`src/pixel_pkg.sv`:
```
package pixel_pkg;

  // one sensor pixel, two bits wide
  typedef logic [1:0] pixel_t;

  // packed output, four pixels per byte
  typedef logic [7:0] byte_t;

  localparam int PIXELS_PER_BYTE = 4;  // first pixel lands in the low bits

  // line FIFO geometry
  localparam int FIFO_ABITS = 4;  // address bits
  localparam int FIFO_DEPTH = 1 << FIFO_ABITS;  // 16 entries, all usable

  typedef logic [FIFO_ABITS-1:0] fifo_addr_t;  // read and write pointers
  typedef logic [FIFO_ABITS:0] fifo_count_t;  // occupancy, 0..FIFO_DEPTH

  // one clock of the camera-style bus
  typedef struct packed {
    logic href;  // high while a line carries pixels
    logic vsync;  // high during vertical blanking
    pixel_t pix;  // pixel value, only meaningful with href
  } video_beat_t;

endpackage

```
`src/capture_timing_pkg.sv`:
```
package capture_timing_pkg;

  // frame geometry in clocks and lines
  localparam int ACTIVE_PIXELS = 16;  // pixels per active line
  localparam int H_BLANK = 4;  // blank clocks after each line
  localparam int ACTIVE_LINES = 4;  // active lines per frame
  localparam int V_BLANK_LINES = 2;  // line periods with vsync high

  localparam int LINE_PERIOD = ACTIVE_PIXELS + H_BLANK;  // clocks per line
  localparam int FRAME_LINES = V_BLANK_LINES + ACTIVE_LINES;  // lines per frame
  localparam int LAST_LINE = FRAME_LINES - 1;  // index of the final active line
  localparam int FRAME_CLOCKS = FRAME_LINES * LINE_PERIOD;  // clocks per frame

  localparam int COLUMN_BITS = $clog2(LINE_PERIOD);  // 5 bits for 0..19
  localparam int LINE_BITS = $clog2(FRAME_LINES);  // 3 bits for 0..5

  // column inside one line period, active and blank
  typedef logic [COLUMN_BITS-1:0] column_t;

  // line inside one frame, blanking lines first
  typedef logic [LINE_BITS-1:0] line_t;

  // generator phases
  typedef enum logic [1:0] {
    IDLE,  // waiting for capture_enable, vsync held high
    V_BLANK,  // vertical blanking, vsync high
    LINE_ACTIVE,  // href high, pixels on the bus
    LINE_BLANK  // horizontal blanking, href low
  } timing_state_t;

endpackage
```
`src/capture_top.sv`:
```
`timescale 1ns/1ps

module capture_top (
  input  logic              clock,
  input  logic              reset,
  input  logic              capture_enable,  // frames run while high
  input  pixel_pkg::pixel_t pattern_base,  // test-pattern offset
  input  logic              drain_enable,  // packer reads while high
  output pixel_pkg::byte_t  pixel_byte,
  output logic              byte_valid,
  output logic              frame_done,
  output logic              overflow,
  output logic              fifo_empty
);
  import pixel_pkg::*;

  video_beat_t beat;  // producer to FIFO bus
  logic        frame_start;
  logic        rd;
  pixel_t      dout;
  logic        overflow_pulse;

  // producer, href/vsync timing and pattern pixels
  sync_timing_gen u_timing (
    .clock          (clock),
    .reset          (reset),
    .capture_enable (capture_enable),
    .pattern_base   (pattern_base),
    .beat           (beat),
    .frame_start    (frame_start),
    .frame_done     (frame_done)
  );

  // buffer between the line timing and the drain
  line_fifo u_fifo (
    .clock          (clock),
    .reset          (reset),
    .beat           (beat),
    .rd             (rd),
    .dout           (dout),
    .empty          (fifo_empty),
    .full           (),  // only the FIFO itself and its bound checks look at full
    .overflow_pulse (overflow_pulse)
  );

  // consumer, four pixels into one byte
  pixel_packer u_packer (
    .clock          (clock),
    .reset          (reset),
    .drain_enable   (drain_enable),
    .empty          (fifo_empty),
    .dout           (dout),
    .overflow_pulse (overflow_pulse),
    .frame_start    (frame_start),
    .rd             (rd),
    .pixel_byte     (pixel_byte),
    .byte_valid     (byte_valid),
    .overflow       (overflow)
  );

endmodule

```
`src/pixel_packer.sv`:
```
`timescale 1ns/1ps

module pixel_packer (
  input  logic              clock,
  input  logic              reset,
  input  logic              drain_enable,  // level, reads allowed while high
  input  logic              empty,  // FIFO flag, used only to form rd
  input  pixel_pkg::pixel_t dout,  // FIFO data, valid the clock after rd
  input  logic              overflow_pulse,  // pixel dropped at the FIFO
  input  logic              frame_start,  // clears the sticky overflow
  output logic              rd,
  output pixel_pkg::byte_t  pixel_byte,
  output logic              byte_valid,  // one clock per finished byte
  output logic              overflow  // sticky until the next frame_start
);
  import pixel_pkg::*;

  logic       dout_valid;  // rd delayed by one clock
  logic [1:0] slot_q;  // pixels already collected in the current byte
  byte_t      shift_q;  // new pixels enter at the top
  logic       last_slot;

  assign rd = drain_enable & ~empty;
  assign last_slot = (slot_q == 2'(PIXELS_PER_BYTE - 1));
  assign pixel_byte = shift_q;  // holds all four pixels while byte_valid is high

  // after four shifts the first pixel sits in bits 1:0
  always_ff @(posedge clock)
  begin
    if (dout_valid)
      shift_q <= {dout, shift_q[$bits(byte_t)-1:$bits(pixel_t)]};
  end

  always_ff @(posedge clock or posedge reset)
  begin
    if (reset)
    begin
      dout_valid <= 1'b0;
      slot_q <= '0;
      byte_valid <= 1'b0;
      overflow <= 1'b0;
    end
    else
    begin
      dout_valid <= rd;
      byte_valid <= dout_valid & last_slot;  // fourth pixel shifted in this clock
      if (dout_valid)
        slot_q <= slot_q + 2'd1;  // wraps back to slot 0
      if (frame_start)
        overflow <= 1'b0;
      if (overflow_pulse)
        overflow <= 1'b1;  // set wins over a clear in the same clock
    end
  end

endmodule

```
`src/line_fifo.sv`:
```
`timescale 1ns/1ps

module line_fifo (
  input  logic                   clock,
  input  logic                   reset,
  input  pixel_pkg::video_beat_t beat,  // pixels written while href and not vsync
  input  logic                   rd,  // read strobe from the packer
  output pixel_pkg::pixel_t      dout,  // valid the clock after rd
  output logic                   empty,
  output logic                   full,
  output logic                   overflow_pulse  // one clock per dropped pixel
);
  import pixel_pkg::*;

  pixel_t      mem [FIFO_DEPTH];  // line storage
  fifo_addr_t  wr_ptr;  // next slot to write
  fifo_addr_t  rd_ptr;  // next slot to read
  fifo_count_t count;  // occupancy, 0..FIFO_DEPTH
  logic        wr;  // write attempt from the bus
  logic        wr_en;  // write accepted
  logic        rd_en;  // read accepted

  assign wr = beat.href & ~beat.vsync;  // same gating as the sensor bus
  assign wr_en = wr & ~full;  // pixel dropped when full
  assign rd_en = rd & ~empty;  // guard, packer already avoids this

  // flags straight from the occupancy count
  assign full = (count == fifo_count_t'(FIFO_DEPTH));
  assign empty = (count == '0);

  always_ff @(posedge clock)
  begin
    if (wr_en)
      mem[wr_ptr] <= beat.pix;
  end

  always_ff @(posedge clock)
  begin
    if (rd_en)
      dout <= mem[rd_ptr];  // output register moves only on a read
  end

  always_ff @(posedge clock or posedge reset)
  begin
    if (reset)
    begin
      wr_ptr <= '0;
      rd_ptr <= '0;
      count <= '0;
      overflow_pulse <= 1'b0;
    end
    else
    begin
      if (wr_en)
        wr_ptr <= wr_ptr + fifo_addr_t'(1);  // wraps at FIFO_DEPTH
      if (rd_en)
        rd_ptr <= rd_ptr + fifo_addr_t'(1);
      case ({wr_en, rd_en})
        2'b10: count <= count + fifo_count_t'(1);  // write only
        2'b01: count <= count - fifo_count_t'(1);  // read only
        default: count <= count;  // idle, or read and write together
      endcase
      overflow_pulse <= wr & full;  // write attempt found no room
    end
  end

endmodule

```
`src/sync_timing_gen.sv`:
```
`timescale 1ns/1ps

module sync_timing_gen (
  input  logic                   clock,
  input  logic                   reset,
  input  logic                   capture_enable,  // start frames while high
  input  pixel_pkg::pixel_t      pattern_base,  // offset added to every pixel
  output pixel_pkg::video_beat_t beat,  // registered bus beat
  output logic                   frame_start,  // pulse on entry to V_BLANK
  output logic                   frame_done  // pulse on the last clock of a frame
);
  import capture_timing_pkg::*;
  import pixel_pkg::*;

  timing_state_t state_q;
  timing_state_t state_d;
  column_t       column_q;
  column_t       column_d;
  line_t         line_q;
  line_t         line_d;
  line_t         active_line;  // line index counted from the first active line
  video_beat_t   beat_d;
  logic          last_column;
  logic          last_line;

  assign last_column = (column_q == column_t'(LINE_PERIOD - 1));
  assign last_line = (line_q == line_t'(LAST_LINE));

  // next position and phase of the frame
  always_comb
  begin
    state_d = state_q;
    column_d = column_q + column_t'(1);  // default is one step along the line
    line_d = line_q;
    case (state_q)
      IDLE:
      begin
        column_d = '0;
        line_d = '0;
        if (capture_enable)
          state_d = V_BLANK;  // frame begins on the next beat
      end
      V_BLANK:
      begin
        if (last_column)
        begin
          column_d = '0;
          line_d = line_q + line_t'(1);
          if (line_q == line_t'(V_BLANK_LINES - 1))
            state_d = LINE_ACTIVE;  // blanking over, first active line
        end
      end
      LINE_ACTIVE:
      begin
        if (column_q == column_t'(ACTIVE_PIXELS - 1))
          state_d = LINE_BLANK;  // last pixel of the line
      end
      LINE_BLANK:
      begin
        if (last_column)
        begin
          column_d = '0;
          line_d = line_q + line_t'(1);
          state_d = LINE_ACTIVE;
          if (last_line)
          begin
            line_d = '0;
            state_d = capture_enable ? V_BLANK : IDLE;  // back-to-back or stop
          end
        end
      end
      default: state_d = IDLE;
    endcase
  end

  assign active_line = line_d - line_t'(V_BLANK_LINES);  // wraps in blanking, unused there

  // beat for the position just computed, pattern is (c + l + base) mod 4
  always_comb
  begin
    beat_d.href = (state_d == LINE_ACTIVE);
    beat_d.vsync = (state_d == IDLE) || (state_d == V_BLANK);
    beat_d.pix = '0;
    if (beat_d.href)
      beat_d.pix = pixel_t'(column_d) + pixel_t'(active_line) + pattern_base;
  end

  always_ff @(posedge clock or posedge reset)
  begin
    if (reset)
    begin
      state_q <= IDLE;
      column_q <= '0;
      line_q <= '0;
      beat <= '{href: 1'b0, vsync: 1'b1, pix: '0};  // bus idles in blanking
      frame_start <= 1'b0;
      frame_done <= 1'b0;
    end
    else
    begin
      state_q <= state_d;
      column_q <= column_d;
      line_q <= line_d;
      beat <= beat_d;
      frame_start <= (state_d == V_BLANK) && (state_q != V_BLANK);
      frame_done <= (state_d == LINE_BLANK) && (column_d == column_t'(LINE_PERIOD - 1))
                    && (line_d == line_t'(LAST_LINE));  // aligned with the final beat
    end
  end

endmodule

```
`config.mk`:
```
export PLATFORM = sky130hd
export DESIGN_NAME = capture_top
export DESIGN_NICKNAME = d
export VERILOG_FILES = /design/src/pixel_pkg.sv /design/src/capture_timing_pkg.sv /design/src/capture_top.sv /design/src/pixel_packer.sv /design/src/line_fifo.sv /design/src/sync_timing_gen.sv
export SDC_FILE = /design/constraint.sdc
export NUM_CORES = 1
export LEC_CHECK = 0
export ABC_AREA = 1
export BUFFER_PORTS_ARGS = -buffer_cell sky130_fd_sc_hd__buf_2
export CAP_MARGIN = 20
export CORE_MARGIN = 2
export CORE_UTILIZATION = 65
export CTS_CLUSTER_DIAMETER = 150
export DETAILED_ROUTE_END_ITERATION = 10
export PLACE_DENSITY = 0.84
export SYNTH_ARGS = -nofsm -noshare
export SYNTH_HDL_FRONTEND = slang
export SYNTH_SLANG_ARGS = --single-unit
```
`constraint.sdc`:
```
create_clock -name clock -period 3.9 [get_ports clock]
set_clock_uncertainty 0.2 [all_clocks]
set_input_delay 0.39 -clock clock [delete_from_list [all_inputs] [get_ports clock]]
set_output_delay 0.39 -clock clock [all_outputs]
set_load 0.02 [all_outputs]
```
# Word-level counts from Yosys, hierarchy flattened
# Memory sizes are Yosys's and may differ from the RTL's. A register that Yosys moved wholly into a read port is not among the register bits.
# Index checks and enable logic that the tools add are counted.
[totals]
reg_bits = 43
mem_bits_rw = 32
in_bits = 6
output_inout_bits = 12
elab_cells = 84
memories = 1
[op_classes]
n_addsub = 10
n_eq_ne = 17
muxes = 20
bitwise_logic = 9
n_reduce_logical = 10
[memory_table]
columns = ["name", "words", "word_bits", "rd", "rd_clocked_by_memory_dff", "wr", "line", "source"]
rows = [
  ["u_fifo.mem", 16, 2, 1, 1, 1, "line_fifo.sv:15", "pixel_t mem [FIFO_DEPTH];"],
]
[op_table]
columns = ["operator", "n"]
rows = [
  ["one-hot mux 5 bit (2 select lines)", 2],
  ["equality test 5 bit, second input constant", 3],
  ["2-to-1 mux 2 bit", 7],
  ["equality test 2 bit, second input constant", 6],
  ["adder 5 x 1 -> 5 bit, second input constant", 2],
  ["2-to-1 mux 3 bit", 3],
  ["one-hot mux 3 bit (3 select lines)", 1],
  ["adder 4 x 1 -> 4 bit, second input constant", 2],
  ["one-hot mux 2 bit (4 select lines)", 1],
  ["AND 1 bit", 6],
  ["equality test 2 x 1 -> 1 bit, second input constant", 3],
  ["equality test 3 bit, second input constant", 2],
  ["equality test 5 x 4 -> 1 bit, second input constant", 1],
  ["zero test 5 bit", 1],
  ["2-to-1 mux 1 bit", 5],
  ["2-to-1 mux 5 bit", 1],
  ["subtractor 5 x 1 -> 5 bit, second input constant", 1],
  ["adder 2 bit", 2],
  ["zero test 2 bit", 2],
  ["nonzero test 2 bit", 2],
  ["adder 3 x 1 -> 3 bit, second input constant", 1],
  ["equality test 3 x 1 -> 1 bit, second input constant", 1],
  ["logical AND 1 bit", 3],
  ["inverter 1 bit", 3],
  ["5 further kinds", 5],
]

# Logic depth before layout (Yosys ltp)
[depth]
word_depth = 8
mapped_depth = 17
ltp_nobuf = 17

# Cells and area by module
# Synthesis repeated with hierarchy kept, for this count alone.
[hier_totals]
hier_cells = 431
area_unflattened_um2 = 3880.0
[by_module_without_submodules]
columns = ["module", "n_inst", "cells_per_inst", "area_each_um2", "seq_area_each_um2"]
rows = [
  ["line_fifo", 1, 275, 2462.4, 1371.3],
  ["sync_timing_gen", 1, 125, 975.9, 401.6],
  ["pixel_packer", 1, 31, 441.7, 365.4],
]

# Worst setup path before layout
# Ideal clock, no wire load.
[synth_timing]
path_type = "flip-flop to flip-flop"
start = "register u_fifo.count[0]"
end = "register u_fifo.count[4]"
setup_ns = 0.083
t_arrival_ns = 2.221
required_ns = 3.617
path_slack_ns = 1.396
stages_incl_launch_ff = 13
path_buffers = 0
period_less_slack_ns = 2.504
path_cell_list = "dfrtp_1 -> nor4_2 -> nand2_1 -> nand2_1 -> inv_1 -> ha_1 -> fa_1 -> nand2_1 -> nand2_1 -> a21oi_1 -> xor2_1 -> nand2_1 -> o21ai_0"
[synth_via]
elab_chain_cells = 6
elab_cells_between_ends = 13
classes_between = "add/sub (2); eq/ne (3); mux (1); bitwise (5); reduce/logical (2)"
[synth_rtl]
columns = ["item", "line", "source"]
rows = [
  ["from (decl)", "line_fifo.sv:18", "fifo_count_t count;"],
  ["from (signal assigned)", "line_fifo.sv:59", "2'b10: count <= count + fifo_count_t'(1);"],
  ["from (signal assigned)", "line_fifo.sv:60", "2'b01: count <= count - fifo_count_t'(1);"],
  ["from (signal assigned)", "line_fifo.sv:61", "default: count <= count;"],
  ["zero test 5 bit *", "line_fifo.sv:29", "assign empty = (count == '0);"],
  ["inverter 1 bit *", "pixel_packer.sv:23", "assign rd = drain_enable & ~empty;"],
  ["AND 1 bit *", "pixel_packer.sv:23", ""],
  ["named net rd", "capture_top.sv:19", "logic rd;"],
  ["AND 1 bit *", "line_fifo.sv:25", "assign rd_en = rd & ~empty;"],
  ["equality test 2 x 1 -> 1 bit or equality test 2 bit (tied branches)", "line_fifo.sv:58", "case ({wr_en, rd_en})"],
  ["one-hot mux 5 bit (2 select lines) or nonzero test 2 bit (tied branches)", "--", ""],
]
# Mark *: on every way through the listed nets, which the timed path passes. The rest lies on a longest branch.
# A chain may end at the register's enable or synchronous reset.

# Final worst setup path
# Same ends and word-level chain as after synthesis.

==> run metrics <==
first-pass GRT wire length 11.0 mm; area leader, netlist edfxtp_1; diodes inserted 0; Total GRT Usage 24.1%; crit path buf inv count 1; vias in the first global route 2,400; Synth Cell Area 3530 um2; Synth-to-Final Area Change 11.7%; Die Y-Extent 77.7 um; fin crit share 77.2%; RePlAce Congestion 0.880; Slowest cell on crit path dfrtp_1; row cnt 26; fmax 332 MHz; First DRT Iteration DRCs 270; power density over the cells 637 nW/um2; Reg clk slew, reported paths 90 ps; Core ar. 5170 um2; Cell Chain, Critical Path nor4_2, nand2_1, nand2_1, inv_1, ha_1, fa_1, nand2_1, nand2_1, a21oi_1, xor2_1, nand2_1, o21ai_0; Crit. Startpoint u_fifo.count[0]; Post-DRT Antenna Nets 0; HP Class in -> reg; fraction of layout cells with a size suffix above 1 15.3%; Clock Path Buffers 2; total gr overflow 0; boundary pin count 18; top cell type's share of synthesized area 35.7%; final setup TNS 0 ps; Max transition margin 61.6%; Die Wd 77.7 um; DP HPWL 4.43 mm; Sink Count 77; critical path's most frequent cell nand2_1; Max Slew Vio Count 0; RR Startpoint u_fifo.count[0]; Max-cap violations 0; Initial Utilization 68.3%; Post-CTS Setup Repair Bufs 0; post_cts resized 0; status complete, no violations; crit path launch type register; Synth Net Count 356; sequential area share after synthesis 60.6%; top-count cell post-synth nand2_1; Yosys Warn Count 0; Die Area 6040 um2; CTS root buffer clkbuf_8; WL per Instance 15.0 um; # port buffers 17; RSZ-0062 raised after global routing false; Synth top cells by count 53 x nand2_1, 48 x nor2_1, 43 x inv_1; Final setup viols 0; largest cells by area after synthesis edfxtp_1 36%, dfrtp_1 24%, nand2_1 5.6%; Synth Area per Inst 10.6 um2; largest net degree at the start of global routing 29; TritonCTS clock tree built; DR DRC count 0; Pleak 1.78 nW; Mapped Cells 334; clock latency on the worst-skew pair 350 ps; Largest stage delay, worst path 460 ps; final period demand of the worst path 3010 ps; final hold violation count 0; Max H-tree Level 3; Largest delay share family, worst path simple AND/OR/NAND/NOR gates; CP arrival 3080 ps; Hold Path Origin drain_enable; worst vdd ir 530 uV; CP endpoint kind register; final net count 384; initial antenna violation count 0; drt pass-1 iters 5; total power 0.00251 W; DR vias/cell 5.59; number of synthesized flops with an enable pin 42; Routed Wire Length 6.56 mm; Reg2Reg Setup Slack 890 ps; CTS Buf Count 9; Worst EP required 3960 ps; synth unique cells 36; DR vias 2,441; Yosys reg bits 77; Worst-Margin Slew 576 ps; crit path kind reg -> reg; crit-path max FO 10; predominant post-synthesis flop cell edfxtp_1; ys async rst share 45.5%
[flip-flops by register name, indices dropped and copies added, names as in the netlist, 3 cells and up]
signal / cells
u_fifo.mem: 32
u_packer.pixel_byte: 8
u_fifo.count: 5
u_timing.line_q: 3
u_timing.column_q: 5
u_fifo.wr_ptr: 4
u_fifo.rd_ptr: 4
u_timing.beat: 4
[logic make-up (layout without fill, tap and decap cells)]
group | after synthesis | count (layout) | synth area share, %
xor+xnor | 12 | 12 | 3.19
compound gates | 42 | 42 | 7.34
simple gates | 135 | 135 | 17.0
flops | 77 | 77 | 60.6
fa+ha+maj | 16 | 16 | 6.10
buf+inv | 51 | 84 | 5.49
mux | 1 | 1 | 0.319
[cells in the final DEF (no fill, tap or decap), drive strengths merged]
master,instances
a21o,1
a21oi,3
a31oi,1
and3,1
buf,19
bufinv,1
clkbuf,9
clkinv,1
dfrtp,34
dfstp,1
dlygate4sd3,1
edfxtp,42
fa,2
ha,14
inv,53
mux2,1
nand2,58
nand3,21
nand3b,1
nand4,2
nor2,50
nor3,1
nor4,1
o211ai,4
o21ai,23
o21bai,2
o221ai,5
o22ai,3
xnor2,5
xor2,7
[per-stage QoR]
| stage | setup slack (ps) | area (um2) | hold WS (ps) | utilization (%) | cells |
|---|---|---|---|---|---|
| 2_1_floorplan | 1400 | 3530 | 200 | - | 334 |
| 3_3_place_gp | 1260 | 3700 | 210 | 71.5 | 419 |
| 3_5_place_dp | 1040 | 3700 | 205 | 71.5 | 419 |
| 4_1_cts | 1030 | 3910 | 124 | 75.5 | 435 |
| 5_1_grt | 705 | 3940 | 139 | 76.2 | 437 |
| 6_report | 888 | 3940 | 138 | 76.2 | 437 |
[layout make-up]
cell class | count | area (um2)
flip-flops and latches | 77 | 2140
fillers | 328 | 1230
multi-input cells | 206 | 1200
inverters | 48 | 180
repair buffers | 20 | 130
clock buffers | 9 | 124
well taps | 70 | 87.6
clock inverters | 7 | 85.1
[worst reg2reg max path, cell delays in order (launching register included)]
cell and delay (ps):
dfrtp_1 460, nor4_2 400, nand2_1 150, nand2_1 130, inv_1 160, ha_1 340
fa_1 440, nand2_1 110, nand2_1 50, a21oi_1 150, xor2_1 160, nand2_1 80
o21ai_0 90
[layer usage]
layer / vias up / part of all wire, % / global-route usage (%)
met4: 0 / 2.8 / 9.82
met3: 20 / 6.0 / 7.91
met5: - / 0 / 0
li1: 1165 / - / -
met2: 92 / 50 / 39.7
met1: 1164 / 41 / 29.5
[path summary, 6_finish.rpt]
path	endpoint	depth (start not counted)
max	u_fifo.count[4]	12
min	u_fifo.rd_ptr[0]	3
max reg2reg	u_fifo.count[4]	12
min reg2reg	u_packer.pixel_byte[7]	0
max in group asynchronous	u_fifo.rd_ptr[3]	5
min in group asynchronous	u_fifo.count[4]	3
[power breakdown]
group / internal (W) / total [W] / switching, W
Clock: 0.000310 / 0.000623 / 0.000313
Sequential: 0.00106 / 0.00122 / 0.000160
Combinational: 0.000241 / 0.000671 / 0.000431
[what timing repair did]
item | 4_1_cts | 5_1_grt
hold endpoints to repair | 0 | 5
setup endpoints to repair | 0 | 0
hold buffers | 0 | 1
Note: power is estimated with default switching activity, not from simulation.
